==> config.mk <==
export PLATFORM = sky130hd
export DESIGN_NAME = aznable_io
export DESIGN_NICKNAME = d
export VERILOG_FILES = /design/src/aznable_av_pkg.sv /design/src/aznable_map_pkg.sv /design/src/cpu_bus_if.sv /design/src/aznable_io.sv /design/src/av_mixer.sv /design/src/system_control.sv /design/src/ms_timer.sv /design/src/input_ports.sv /design/src/io_bus_decoder.sv
export SDC_FILE = /design/constraint.sdc
export NUM_CORES = 1
export LEC_CHECK = 0
export BUFFER_PORTS_ARGS = -buffer_cell sky130_fd_sc_hd__buf_2
export CAP_MARGIN = 20
export CORE_AREA = 2 2 327 329
export CTS_BUF_LIST = sky130_fd_sc_hd__clkbuf_4 sky130_fd_sc_hd__clkbuf_8
export CTS_CLUSTER_SIZE = 30
export DETAILED_ROUTE_END_ITERATION = 16
export DIE_AREA = 0 0 329 331
export GPL_ROUTABILITY_DRIVEN = 0
export GPL_TIMING_DRIVEN = 0
export SLEW_MARGIN = 10
export SYNTH_ARGS = -nofsm -noshare
export SYNTH_HDL_FRONTEND = slang
export SYNTH_SLANG_ARGS = --single-unit
==> constraint.sdc <==
create_clock -name clk_24 -period 6.25 [get_ports clk_24]
set_input_delay 0.3125 -clock clk_24 [delete_from_list [all_inputs] [get_ports clk_24]]
set_output_delay 0.3125 -clock clk_24 [all_outputs]
set_load 0.03 [all_outputs]
==> src/aznable_av_pkg.sv <==
`default_nettype none

package aznable_av_pkg;

	typedef logic [7:0] colour_t;

	typedef struct packed
	{
		colour_t r;
		colour_t g;
		colour_t b;
	} rgb_t;

	// starfield layers, lower index sits in front
	localparam int STAR_LAYERS = 3;

	typedef logic [9:0] music_sample_t;
	typedef logic signed [11:0] sound_sample_t;
	typedef logic [15:0] audio_sample_t;

	// dc offset added to the mixed output
	localparam audio_sample_t AUDIO_BIAS = 16'hC000;

endpackage

`default_nettype wire

==> src/aznable_map_pkg.sv <==
`default_nettype none

package aznable_map_pkg;

	typedef logic [15:0] cpu_addr_t;
	typedef logic [7:0] cpu_data_t;

	// one value per decoded i/o region, none covers everything unmapped
	typedef enum logic [3:0]
	{
		none,
		in0,
		video_ctl,
		timestamp,
		timer,
		joystick,
		analog_l,
		analog_r,
		paddle,
		spinner,
		ps2_key,
		ps2_mouse,
		system_pause,
		system_menu
	} io_region_t;

	// single address registers
	localparam cpu_addr_t IN0_ADDR = 16'h8000;
	localparam cpu_addr_t VIDEO_CTL_ADDR = 16'h8001;
	localparam cpu_addr_t SYSTEM_PAUSE_ADDR = 16'h8530;
	localparam cpu_addr_t SYSTEM_MENU_ADDR = 16'h8531;

	// ranged regions, limit is the last address inside the region
	localparam cpu_addr_t TIMESTAMP_BASE = 16'h8080;
	localparam cpu_addr_t TIMESTAMP_LIMIT = 16'h809F;
	localparam cpu_addr_t TIMER_BASE = 16'h80C0;
	localparam cpu_addr_t TIMER_LIMIT = 16'h80CF;
	localparam cpu_addr_t JOYSTICK_BASE = 16'h8100;
	localparam cpu_addr_t JOYSTICK_LIMIT = 16'h81BF;
	localparam cpu_addr_t ANALOG_L_BASE = 16'h8200;
	localparam cpu_addr_t ANALOG_L_LIMIT = 16'h825F;
	localparam cpu_addr_t ANALOG_R_BASE = 16'h8280;
	localparam cpu_addr_t ANALOG_R_LIMIT = 16'h82DF;
	localparam cpu_addr_t PADDLE_BASE = 16'h8300;
	localparam cpu_addr_t PADDLE_LIMIT = 16'h832F;
	localparam cpu_addr_t SPINNER_BASE = 16'h8380;
	localparam cpu_addr_t SPINNER_LIMIT = 16'h83DF;
	localparam cpu_addr_t PS2_KEY_BASE = 16'h8400;
	localparam cpu_addr_t PS2_KEY_LIMIT = 16'h840B;
	localparam cpu_addr_t PS2_MOUSE_BASE = 16'h8480;
	localparam cpu_addr_t PS2_MOUSE_LIMIT = 16'h84AF;

	localparam int IO_OFFSET_BITS = 5;

	// host input word widths
	localparam int JOYSTICK_BITS = 192;
	localparam int ANALOG_BITS = 96;
	localparam int PADDLE_BITS = 48;
	localparam int SPINNER_BITS = 96;
	localparam int PS2_KEY_BITS = 11;
	localparam int PS2_MOUSE_BITS = 48;
	localparam int TIMESTAMP_BITS = 33;

endpackage

`default_nettype wire
==> src/cpu_bus_if.sv <==
`default_nettype none
`timescale 1ns/10ps

interface cpu_bus_if;

	aznable_map_pkg::io_region_t region;
	logic [aznable_map_pkg::IO_OFFSET_BITS-1:0] offset;
	aznable_map_pkg::cpu_data_t wdata;
	logic wr;

	modport decoder
	(
		output region, offset, wdata, wr
	);

	modport periph
	(
		input region, offset, wdata, wr
	);

endinterface

`default_nettype wire

==> src/aznable_io.sv <==
`default_nettype none
`timescale 1ns/10ps

module aznable_io
#(
	parameter int MS_DIVIDER = 24000
)
(
	input logic clk_24,
	input logic reset,
	input logic pause,
	input logic menu,
	input logic hsync,
	input logic vsync,
	input logic hblank,
	input logic vblank,

	// cpu side
	input aznable_map_pkg::cpu_addr_t cpu_addr,
	input aznable_map_pkg::cpu_data_t cpu_dout,
	input logic cpu_wr_n,
	output aznable_map_pkg::cpu_data_t cpu_din,
	output logic cpu_wait_n,

	// host inputs
	input logic [aznable_map_pkg::JOYSTICK_BITS-1:0] joystick,
	input logic [aznable_map_pkg::ANALOG_BITS-1:0] analog_l,
	input logic [aznable_map_pkg::ANALOG_BITS-1:0] analog_r,
	input logic [aznable_map_pkg::PADDLE_BITS-1:0] paddle,
	input logic [aznable_map_pkg::SPINNER_BITS-1:0] spinner,
	input logic [aznable_map_pkg::PS2_KEY_BITS-1:0] ps2_key,
	input logic [aznable_map_pkg::PS2_MOUSE_BITS-1:0] ps2_mouse,
	input logic [aznable_map_pkg::TIMESTAMP_BITS-1:0] timestamp,

	// video layers
	input aznable_av_pkg::rgb_t spr_rgb,
	input aznable_av_pkg::rgb_t char_rgb,
	input aznable_av_pkg::rgb_t tile_rgb,
	input logic spr_a,
	input logic char_a,
	input logic tile_a,
	input logic [aznable_av_pkg::STAR_LAYERS-1:0] star_on,
	input aznable_av_pkg::colour_t [aznable_av_pkg::STAR_LAYERS-1:0] star_lum,

	// audio sources
	input aznable_av_pkg::music_sample_t music_in,
	input aznable_av_pkg::sound_sample_t sound_in,

	output aznable_av_pkg::colour_t vga_r,
	output aznable_av_pkg::colour_t vga_g,
	output aznable_av_pkg::colour_t vga_b,
	output aznable_av_pkg::audio_sample_t audio_l,
	output aznable_av_pkg::audio_sample_t audio_r
);

	aznable_map_pkg::cpu_data_t input_rdata;
	aznable_map_pkg::cpu_data_t timer_rdata;
	aznable_map_pkg::cpu_data_t sysctl_rdata;
	logic sprite_above;

	cpu_bus_if bus ();

	io_bus_decoder u_decoder
	(
		.cpu_addr(cpu_addr),
		.cpu_dout(cpu_dout),
		.cpu_wr_n(cpu_wr_n),
		.bus(bus.decoder),
		.input_rdata(input_rdata),
		.timer_rdata(timer_rdata),
		.sysctl_rdata(sysctl_rdata),
		.cpu_din(cpu_din)
	);

	input_ports u_input_ports
	(
		.bus(bus.periph),
		.joystick(joystick),
		.analog_l(analog_l),
		.analog_r(analog_r),
		.paddle(paddle),
		.spinner(spinner),
		.ps2_key(ps2_key),
		.ps2_mouse(ps2_mouse),
		.timestamp(timestamp),
		.rdata(input_rdata)
	);

	ms_timer
	#(
		.MS_DIVIDER(MS_DIVIDER)
	)
	u_ms_timer
	(
		.clk_24(clk_24),
		.reset(reset),
		.bus(bus.periph),
		.rdata(timer_rdata)
	);

	system_control u_system_control
	(
		.clk_24(clk_24),
		.reset(reset),
		.pause(pause),
		.menu(menu),
		.hsync(hsync),
		.vsync(vsync),
		.hblank(hblank),
		.vblank(vblank),
		.bus(bus.periph),
		.rdata(sysctl_rdata),
		.sprite_above(sprite_above),
		.cpu_wait_n(cpu_wait_n)
	);

	av_mixer u_av_mixer
	(
		.sprite_above(sprite_above),
		.spr_rgb(spr_rgb),
		.char_rgb(char_rgb),
		.tile_rgb(tile_rgb),
		.spr_a(spr_a),
		.char_a(char_a),
		.tile_a(tile_a),
		.star_on(star_on),
		.star_lum(star_lum),
		.music_in(music_in),
		.sound_in(sound_in),
		.vga_r(vga_r),
		.vga_g(vga_g),
		.vga_b(vga_b),
		.audio_l(audio_l),
		.audio_r(audio_r)
	);

endmodule

`default_nettype wire

==> src/av_mixer.sv <==
`default_nettype none
`timescale 1ns/10ps

module av_mixer
(
	input logic sprite_above,
	input aznable_av_pkg::rgb_t spr_rgb,
	input aznable_av_pkg::rgb_t char_rgb,
	input aznable_av_pkg::rgb_t tile_rgb,
	input logic spr_a,
	input logic char_a,
	input logic tile_a,
	input logic [aznable_av_pkg::STAR_LAYERS-1:0] star_on,
	input aznable_av_pkg::colour_t [aznable_av_pkg::STAR_LAYERS-1:0] star_lum,
	input aznable_av_pkg::music_sample_t music_in,
	input aznable_av_pkg::sound_sample_t sound_in,
	output aznable_av_pkg::colour_t vga_r,
	output aznable_av_pkg::colour_t vga_g,
	output aznable_av_pkg::colour_t vga_b,
	output aznable_av_pkg::audio_sample_t audio_l,
	output aznable_av_pkg::audio_sample_t audio_r
);

	aznable_av_pkg::colour_t star_grey;
	aznable_av_pkg::rgb_t star_rgb;
	aznable_av_pkg::rgb_t pixel;
	logic [11:0] sound_offset;
	aznable_av_pkg::audio_sample_t music_term;
	aznable_av_pkg::audio_sample_t sound_term;

	// walk back to front so the nearest active layer wins
	// each layer further back loses one bit of brightness
	always_comb
	begin
		star_grey = '0;
		for (int i = aznable_av_pkg::STAR_LAYERS - 1; i >= 0; i--)
		begin
			if (star_on[i])
				star_grey = star_lum[i] & (8'hFF >> i);
		end
	end

	assign star_rgb = '{r: star_grey, g: star_grey, b: star_grey};

	always_comb
	begin
		if (sprite_above)
			pixel = spr_a ? spr_rgb : char_a ? char_rgb : tile_a ? tile_rgb : star_rgb;
		else
			pixel = char_a ? char_rgb : spr_a ? spr_rgb : tile_a ? tile_rgb : star_rgb;
	end

	assign vga_r = pixel.r;
	assign vga_g = pixel.g;
	assign vga_b = pixel.b;

	// signed sound moved to offset binary before mixing
	assign sound_offset = sound_in + 12'h800;
	assign music_term = {1'b0, music_in, 5'b00000};
	assign sound_term = {1'b0, sound_offset, 3'b000};

	assign audio_l = music_term + sound_term + aznable_av_pkg::AUDIO_BIAS;
	assign audio_r = audio_l;

endmodule

`default_nettype wire

==> src/system_control.sv <==
`default_nettype none
`timescale 1ns/10ps

module system_control
(
	input logic clk_24,
	input logic reset,
	input logic pause,
	input logic menu,
	input logic hsync,
	input logic vsync,
	input logic hblank,
	input logic vblank,
	cpu_bus_if.periph bus,
	output aznable_map_pkg::cpu_data_t rdata,
	output logic sprite_above,
	output logic cpu_wait_n
);

	aznable_map_pkg::cpu_data_t video_control;
	aznable_map_pkg::cpu_data_t status;
	logic pause_trigger;
	logic menu_trigger;

	always_ff @(posedge clk_24)
	begin
		if (reset)
		begin
			video_control <= '0;
			pause_trigger <= 1'b0;
			menu_trigger <= 1'b0;
		end
		else
		begin
			if (bus.wr && (bus.region == aznable_map_pkg::video_ctl))
				video_control <= bus.wdata;

			// external pause releases the trigger, even in the cycle it is written
			if (pause)
				pause_trigger <= 1'b0;
			else if (bus.wr && (bus.region == aznable_map_pkg::system_pause))
				pause_trigger <= 1'b1;

			// cpu acknowledges the menu request by writing to it
			if (bus.wr && (bus.region == aznable_map_pkg::system_menu))
				menu_trigger <= 1'b0;
			else if (menu)
				menu_trigger <= 1'b1;
		end
	end

	assign sprite_above = video_control[0];
	assign cpu_wait_n = ~(pause | pause_trigger);

	// bit 0 is the debug flag, which is never set here
	assign status = {hsync, vsync, hblank, vblank, 1'b1, 1'b0, menu, 1'b0};

	always_comb
	begin
		case (bus.region)
			aznable_map_pkg::in0: rdata = status;
			aznable_map_pkg::system_menu: rdata = {8{menu_trigger}};
			default: rdata = '0;
		endcase
	end

endmodule

`default_nettype wire

==> src/ms_timer.sv <==
`default_nettype none
`timescale 1ns/10ps

module ms_timer
#(
	parameter int MS_DIVIDER = 24000
)
(
	input logic clk_24,
	input logic reset,
	cpu_bus_if.periph bus,
	output aznable_map_pkg::cpu_data_t rdata
);

	localparam int PRESCALE_BITS = $clog2(MS_DIVIDER + 1);

	logic [PRESCALE_BITS-1:0] prescaler;
	logic [15:0] count;
	logic clear;

	// any write in the timer region restarts it
	assign clear = reset || (bus.wr && (bus.region == aznable_map_pkg::timer));

	always_ff @(posedge clk_24)
	begin
		if (clear)
		begin
			prescaler <= '0;
			count <= '0;
		end
		else if (prescaler == PRESCALE_BITS'(MS_DIVIDER - 1))
		begin
			prescaler <= '0;
			count <= count + 16'd1;
		end
		else
		begin
			prescaler <= prescaler + 1'b1;
		end
	end

	// odd offsets give the high byte
	assign rdata = bus.offset[0] ? count[15:8] : count[7:0];

endmodule

`default_nettype wire

==> src/input_ports.sv <==
`default_nettype none
`timescale 1ns/10ps

module input_ports
(
	cpu_bus_if.periph bus,
	input logic [aznable_map_pkg::JOYSTICK_BITS-1:0] joystick,
	input logic [aznable_map_pkg::ANALOG_BITS-1:0] analog_l,
	input logic [aznable_map_pkg::ANALOG_BITS-1:0] analog_r,
	input logic [aznable_map_pkg::PADDLE_BITS-1:0] paddle,
	input logic [aznable_map_pkg::SPINNER_BITS-1:0] spinner,
	input logic [aznable_map_pkg::PS2_KEY_BITS-1:0] ps2_key,
	input logic [aznable_map_pkg::PS2_MOUSE_BITS-1:0] ps2_mouse,
	input logic [aznable_map_pkg::TIMESTAMP_BITS-1:0] timestamp,
	output aznable_map_pkg::cpu_data_t rdata
);

	// one byte per offset value, so the widest word the offset can reach
	localparam int WORD_BITS = 8 * (2 ** aznable_map_pkg::IO_OFFSET_BITS);

	logic [WORD_BITS-1:0] word;

	// zero extension makes bytes past the end of a word read as zero
	always_comb
	begin
		case (bus.region)
			aznable_map_pkg::joystick: word = WORD_BITS'(joystick);
			aznable_map_pkg::analog_l: word = WORD_BITS'(analog_l);
			aznable_map_pkg::analog_r: word = WORD_BITS'(analog_r);
			aznable_map_pkg::paddle: word = WORD_BITS'(paddle);
			aznable_map_pkg::spinner: word = WORD_BITS'(spinner);
			aznable_map_pkg::ps2_key: word = WORD_BITS'(ps2_key);
			aznable_map_pkg::ps2_mouse: word = WORD_BITS'(ps2_mouse);
			aznable_map_pkg::timestamp: word = WORD_BITS'(timestamp);
			default: word = '0;
		endcase
	end

	assign rdata = word[{bus.offset, 3'b000} +: 8];

endmodule

`default_nettype wire

==> src/io_bus_decoder.sv <==
`default_nettype none
`timescale 1ns/10ps

module io_bus_decoder
(
	input aznable_map_pkg::cpu_addr_t cpu_addr,
	input aznable_map_pkg::cpu_data_t cpu_dout,
	input logic cpu_wr_n,
	cpu_bus_if.decoder bus,
	input aznable_map_pkg::cpu_data_t input_rdata,
	input aznable_map_pkg::cpu_data_t timer_rdata,
	input aznable_map_pkg::cpu_data_t sysctl_rdata,
	output aznable_map_pkg::cpu_data_t cpu_din
);

	aznable_map_pkg::io_region_t region;
	aznable_map_pkg::cpu_addr_t region_base;
	aznable_map_pkg::cpu_addr_t region_offset;

	function automatic logic in_range(input aznable_map_pkg::cpu_addr_t addr,
		input aznable_map_pkg::cpu_addr_t base, input aznable_map_pkg::cpu_addr_t limit);
		return (addr >= base) && (addr <= limit);
	endfunction

	// regions do not overlap so the order of the chain does not matter
	always_comb
	begin
		region = aznable_map_pkg::none;
		region_base = cpu_addr;
		if (cpu_addr == aznable_map_pkg::IN0_ADDR)
		begin
			region = aznable_map_pkg::in0;
			region_base = aznable_map_pkg::IN0_ADDR;
		end
		else if (cpu_addr == aznable_map_pkg::VIDEO_CTL_ADDR)
		begin
			region = aznable_map_pkg::video_ctl;
			region_base = aznable_map_pkg::VIDEO_CTL_ADDR;
		end
		else if (in_range(cpu_addr, aznable_map_pkg::TIMESTAMP_BASE, aznable_map_pkg::TIMESTAMP_LIMIT))
		begin
			region = aznable_map_pkg::timestamp;
			region_base = aznable_map_pkg::TIMESTAMP_BASE;
		end
		else if (in_range(cpu_addr, aznable_map_pkg::TIMER_BASE, aznable_map_pkg::TIMER_LIMIT))
		begin
			region = aznable_map_pkg::timer;
			region_base = aznable_map_pkg::TIMER_BASE;
		end
		else if (in_range(cpu_addr, aznable_map_pkg::JOYSTICK_BASE, aznable_map_pkg::JOYSTICK_LIMIT))
		begin
			region = aznable_map_pkg::joystick;
			region_base = aznable_map_pkg::JOYSTICK_BASE;
		end
		else if (in_range(cpu_addr, aznable_map_pkg::ANALOG_L_BASE, aznable_map_pkg::ANALOG_L_LIMIT))
		begin
			region = aznable_map_pkg::analog_l;
			region_base = aznable_map_pkg::ANALOG_L_BASE;
		end
		else if (in_range(cpu_addr, aznable_map_pkg::ANALOG_R_BASE, aznable_map_pkg::ANALOG_R_LIMIT))
		begin
			region = aznable_map_pkg::analog_r;
			region_base = aznable_map_pkg::ANALOG_R_BASE;
		end
		else if (in_range(cpu_addr, aznable_map_pkg::PADDLE_BASE, aznable_map_pkg::PADDLE_LIMIT))
		begin
			region = aznable_map_pkg::paddle;
			region_base = aznable_map_pkg::PADDLE_BASE;
		end
		else if (in_range(cpu_addr, aznable_map_pkg::SPINNER_BASE, aznable_map_pkg::SPINNER_LIMIT))
		begin
			region = aznable_map_pkg::spinner;
			region_base = aznable_map_pkg::SPINNER_BASE;
		end
		else if (in_range(cpu_addr, aznable_map_pkg::PS2_KEY_BASE, aznable_map_pkg::PS2_KEY_LIMIT))
		begin
			region = aznable_map_pkg::ps2_key;
			region_base = aznable_map_pkg::PS2_KEY_BASE;
		end
		else if (in_range(cpu_addr, aznable_map_pkg::PS2_MOUSE_BASE,
			aznable_map_pkg::PS2_MOUSE_LIMIT))
		begin
			region = aznable_map_pkg::ps2_mouse;
			region_base = aznable_map_pkg::PS2_MOUSE_BASE;
		end
		else if (cpu_addr == aznable_map_pkg::SYSTEM_PAUSE_ADDR)
		begin
			region = aznable_map_pkg::system_pause;
			region_base = aznable_map_pkg::SYSTEM_PAUSE_ADDR;
		end
		else if (cpu_addr == aznable_map_pkg::SYSTEM_MENU_ADDR)
		begin
			region = aznable_map_pkg::system_menu;
			region_base = aznable_map_pkg::SYSTEM_MENU_ADDR;
		end
	end

	// offset is taken from the full difference, so large regions wrap every 32 bytes
	assign region_offset = cpu_addr - region_base;

	assign bus.region = region;
	assign bus.offset = region_offset[aznable_map_pkg::IO_OFFSET_BITS-1:0];
	assign bus.wdata = cpu_dout;
	assign bus.wr = ~cpu_wr_n;

	// read data from whichever block owns the region
	always_comb
	begin
		case (region)
			aznable_map_pkg::in0,
			aznable_map_pkg::video_ctl,
			aznable_map_pkg::system_pause,
			aznable_map_pkg::system_menu: cpu_din = sysctl_rdata;
			aznable_map_pkg::timer: cpu_din = timer_rdata;
			aznable_map_pkg::timestamp,
			aznable_map_pkg::joystick,
			aznable_map_pkg::analog_l,
			aznable_map_pkg::analog_r,
			aznable_map_pkg::paddle,
			aznable_map_pkg::spinner,
			aznable_map_pkg::ps2_key,
			aznable_map_pkg::ps2_mouse: cpu_din = input_rdata;
			default: cpu_din = '0;
		endcase
	end

endmodule

`default_nettype wire

# After elaboration in Yosys (flattened, before gate mapping)
# Index checks and enable logic that the tools add are counted.
dict set report word_totals {
  regBits 34
  in_bits 777
  output_inout_bits 65
  wordCells 109
}
dict set report op_classes {
  addsub 6
  magnitude_cmp 18
  n_eq_ne 18
  n_shift 1
  muxes 39
  bitwise 3
  n_reduce_logical 19
}
# op count
set ops {}
lappend ops {{$pmux W192 S8} 1}
lappend ops {{$shiftx A256 B9 Y8} 1}
lappend ops {{$ge A16 B16 Y1 const B} 9}
lappend ops {{$le A16 B16 Y1 const B} 9}
lappend ops {{$mux W24} 6}
lappend ops {{$mux W5} 13}
lappend ops {{$eq A16 B16 Y1 const B} 4}
lappend ops {{$mux W4} 13}
lappend ops {{$eq A4 B4 Y1 const B} 6}
lappend ops {{$mux W8} 3}
lappend ops {{$pmux W8 S3} 1}
lappend ops {{$add A15 B15 Y16} 1}
lappend ops {{$add A16 B1 Y16 const B} 1}
lappend ops {{$add A16 B16 Y16 const B} 1}
lappend ops {{$eq A4 B3 Y1 const B} 4}
lappend ops {{$pmux W8 S2} 1}
lappend ops {{$add A15 B1 Y15 const B} 1}
lappend ops {{$eq A15 B15 Y1 const B} 1}
lappend ops {{$logic_and A1 B1 Y1} 13}
lappend ops {{$add A12 B12 Y12 const B} 1}
lappend ops {{$eq A4 B2 Y1 const B} 2}
lappend ops {{$reduce_or A8 Y1} 1}
lappend ops {{$mux W6} 1}
lappend ops {{$reduce_or A2 Y1} 3}
lappend ops {{6 further kinds} 7}

# Logic depth before layout (Yosys ltp)
dict set report logic_depth {
  word_depth 18
  depth_mapped 20
  mapped_depth_nobuf 17
}

# Modules after synthesis
# From an unflattened synthesis, not the netlist that was laid out.
dict set report unflattened {
  cells_unflattened 1258
  area_unflattened_um2 9640.5
}
# mod instances cells_each area_each_um2 seq_area_each_um2
set by_module_without_submodules {}
lappend by_module_without_submodules {input_ports 1 726 5575.3 0.0}
lappend by_module_without_submodules {ms_timer 1 176 1551.5 620.6}
lappend by_module_without_submodules {av_mixer 1 200 1393.8 0.0}
lappend by_module_without_submodules {io_bus_decoder 1 130 884.6 0.0}
lappend by_module_without_submodules {system_control 1 26 235.2 60.1}

# Worst setup path before layout
# OpenSTA, ideal clock, no wires.
dict set report synth_path {
  path_type {input port to output port}
  startpoint {in cpu_addr[5]}
  endpoint {out cpu_din[0]}
  arrival_time_ns 4.624
  t_required_ns 5.938
  setup_slack_ns 1.314
  stages 19
  n_path_buf 5
  path_cell_list {clkbuf_1 -> nand2_1 -> a2bb2oi_1 -> nor3_2 -> or4_1 -> clkbuf_1 -> nor2b_1 -> and2_1 -> ha_1 -> inv_1 -> fa_1 -> clkbuf_1 -> buf_1 -> clkbuf_1 -> mux4_2 -> mux2i_1 -> o21ai_0 -> a31oi_1 -> a21oi_1}
}
dict set report synth_via {
  elab_chain_cells 18
  word_cells_on_any_way 78
  cone_classes {1 x add/sub; 18 x order compare; 17 x eq/ne; 1 x shift; 30 x mux; 11 x reduce/logical}
}
# element line
set synth_lines {}
lappend synth_lines {{start, declared} aznable_io.sv:19} ;# input aznable_map_pkg::cpu_addr_t cpu_addr,
lappend synth_lines {{parallel branches: the longest is 17 deep, another holds $ge A16 B16 Y1} --}
lappend synth_lines {{$pmux W8 S3 (*)} io_bus_decoder.sv:109} ;# case (region)
lappend synth_lines {{end, declared} aznable_io.sv:22} ;# output aznable_map_pkg::cpu_data_t cpu_din,
# Every way passes the cells marked *.

# Worst setup path in the final report
dict set report layout_path {
  startpoint {in cpu_addr[13]}
  endpoint {out cpu_din[1]}
}
# The elaborated chain is that of the path after synthesis.

==> metrics <==
status complete, no violations; met1 Use GR 0.2274; Post-Syn Area 8542 sq um; layout cell share with drive strength beyond 1 0.5050; Post-synth EDFFs 0; number of port buffers 818; vias in the first global route 13460; Syn-to-layout area delta 73.99%; CP Data Required Time 5.94 ns; WP depth 19; Placed Cells 3380; Crit-path slowest cell nor2_1; Pleak 6.618 nW; met2 usage 0.3529; min Tclk post-route 6.091 ns; Sequential Power Share 0.125; ANT nets after route 0; pin count of the biggest net entering global routing 12; final wirelength 117900 um; combinational share of power 0.775; Period Utilization, post-route 0.9745; PwrDens 118.5 nW/um^2; WL per Instance 34.46 um; Tightest Pin Transition 1.336 ns; antenna violations before repair 152; Core Box Area 105000 sq um; utilization after layout 0.1416; sequential fraction of the synthesis area 0.07968; DR DRC count 0; Slew HR 0.1096; synth unique cells 86; top cells by area, synth dfxtp_1, mux2i_1, a21oi_1; switching power share of the total 0.5411; DR pass1 iterations 6; vias post-DR 14595; Post-DP HPWL 106600 um; RSZ-0062 raised after global routing true; Root Buffer clkbuf_8; Net Sw Power 0.9528 mW; synthesized netlist cell count 1157; Clock transition at path regs 0.08 ns; Final Slew Violations 0; clock power share 0.099; Setup CP Type input pin to output pin; worst skew pair latency 0.29 ns; crit path capture cpu_din[1]; Cell Chain, Critical Path buf_2 -> or4_4 -> or3b_1 -> o2bb2ai_1 -> or4_4 -> nor2b_1 -> and2_1 -> ha_1 -> inv_1 -> fa_1 -> clkbuf_4 -> buf_8 -> clkbuf_4 -> nor2_1 -> nand3_1 -> nand3_1 -> nor2_1 -> a21oi_1 -> buf_2; Via density 4.266; Crit. End Element output pin; Max clock buf depth 2; worst r2r path cells 9; CP Launch Type input pin; critical path launch point cpu_addr[13]; total grt overflow 0; worst hold slack 0.2184 ns; Final Hold Viols 0; Seq cells post-synth 34; Post-CTS Hold Buffers 0; # IOs 842; YS warnings 0; slowest cell delay on critical path 0.77 ns; Chip Height 331 um; GR peak layer met2; CTS tree done; critical path arrival 5.78 ns; Top delay family on crit path simple AND/OR/NAND/NOR gates; Design Power 1.761 mW; Die ar. 108900 sq um; total of max-cap violations 0; r2r startpoint u_ms_timer.prescaler[0]; Synth top area share 0.07968; first-pass GRT wire length 141400 um; Worst Path Max Fanout 10; Int Pwr 0.8079 mW; reg-to-reg critical path endpoint u_ms_timer.count[13]; nets@finish 2799; Clock Sinks 34; CTS buffer count 5; type of the worst min-delay path input pin to flop; H-tree depth 2; final number of setup-violating endpoints 0; row cnt 119; most common cell after layout, fill and taps aside buf_2; skew final 0.006681 ns; Worst Path Buf+Inv 6; met3 Track Usage GR 0.09173; Async S/R FF share, synth 0; Final Instance Count excl. Fillers 3421; most frequent cells in the layout buf_2, a21oi_1, nor2_1; flop2flop setup slack 3.96 ns; fmax 164.2 MHz; dominant synthesized flop cell dfxtp_1; Die X 329 um; DRT iter0 DRCs 1415; Initial Utilization 0.08138; gr usage total 0.2045; Max VDD drop 0.00009560 V; Synth area leader dfxtp_1; synthesized area per cell 7.383 sq um
## through the flow
stage | area (sq um) | setup TNS, ns | worst slack (ns)
detailed placement | 14540 | -9.711 | -1.886
global placement | 14400 | -19.75 | -3.364
global route | 14800 | -0.1174 | -0.06716
floorplan | 8561 | 0 | 1.314
finish | 14860 | 0 | 0.1591
CTS | 14730 | -0.1737 | -0.09714
## cells in the mapped netlist (all sizes together), types with 7 or more instances
master	n
xnor2	18
nor3	12
nand3	39
nor2b	11
o211ai	8
dfxtp	34
a221oi	50
nand2b	24
and3	13
buf	84
mux4	24
and2	8
nand2	76
o21ai	73
ha	25
a222oi	23
o22ai	16
o21bai	7
a22oi	60
a221o	12
xor2	20
clkbuf	34
a211oi	20
a21oi	129
mux2i	68
o2111ai	8
a31oi	12
o221ai	8
mux2	22
nor2	106
a21o	8
inv	25
nor4	9
nand4	10
## cells by family after synthesis
group                      synth area share
xor gates and xnor gates            0.03984
DFF                                 0.07968
adders and majority gates           0.04131
muxes                                0.1720
other                             0.0004390
AOI/OAI and AO/OA                    0.3735
buffers and inverters               0.09008
and+or+nand+nor                      0.2032
## worst min-delay path by stage
stage	from	to	slack, ns	cells past startpoint
after CTS	pause	u_system_control.pause_trigger	0.21	2
final	pause	u_system_control.pause_trigger	0.22	2
after floorplan	reset	u_system_control.video_control[0]	0.38	1
after global routing	pause	u_system_control.pause_trigger	0.23	2
after global placement	u_ms_timer.prescaler[0]	u_ms_timer.prescaler[0]	0.44	1
after detailed placement	u_ms_timer.prescaler[0]	u_ms_timer.prescaler[0]	0.45	1
## flip-flops by register name, summed over array words and instances (netlist names)
signal	cells
u_system_control.video_control	1
u_system_control.menu_trigger	1
u_system_control.pause_trigger	1
u_ms_timer.prescaler	15
u_ms_timer.count	16
## power by group through the flow
stage	Sequential, mW	Clock, mW	Combinational (mW)
global placement	0.225	0	1.34
detailed placement	0.225	0	1.37
global route	0.221	0.189	1.45
finish	0.220	0.175	1.37
CTS	0.220	0.181	1.38
floorplan	0.225	0	0.580
## area by class of cell
cell class | count | area [sq um]
Multi-Input combinational cell | 985 | 7211
Tap cell | 1391 | 1740
Timing Repair Buffer | 827 | 4215
Buffer | 117 | 740.7
Clock inverter | 2 | 12.51
Fill cell | 12211 | 90110
Antenna cell | 34 | 85.08
Inverter | 25 | 93.84
Sequential cell | 34 | 680.7
Clock buffer | 6 | 82.58
## per-layer routing
metal / part of all wire / wire length (um)
met1: 0.36 / 42940
met2: 0.48 / 56070
met3: 0.12 / 14430
met4: 0.031 / 3667
met5: 0.0066 / 773
## what timing repair did
item / 4_1_cts / 5_1_grt
buffers inserted: 0 / 0
endpoints found under the setup margin: 8 / 8
hold endpoints to repair: 0 / 0
gates resized for setup: 38 / 13
No activity file was read; power rests on OpenSTA's default activity.
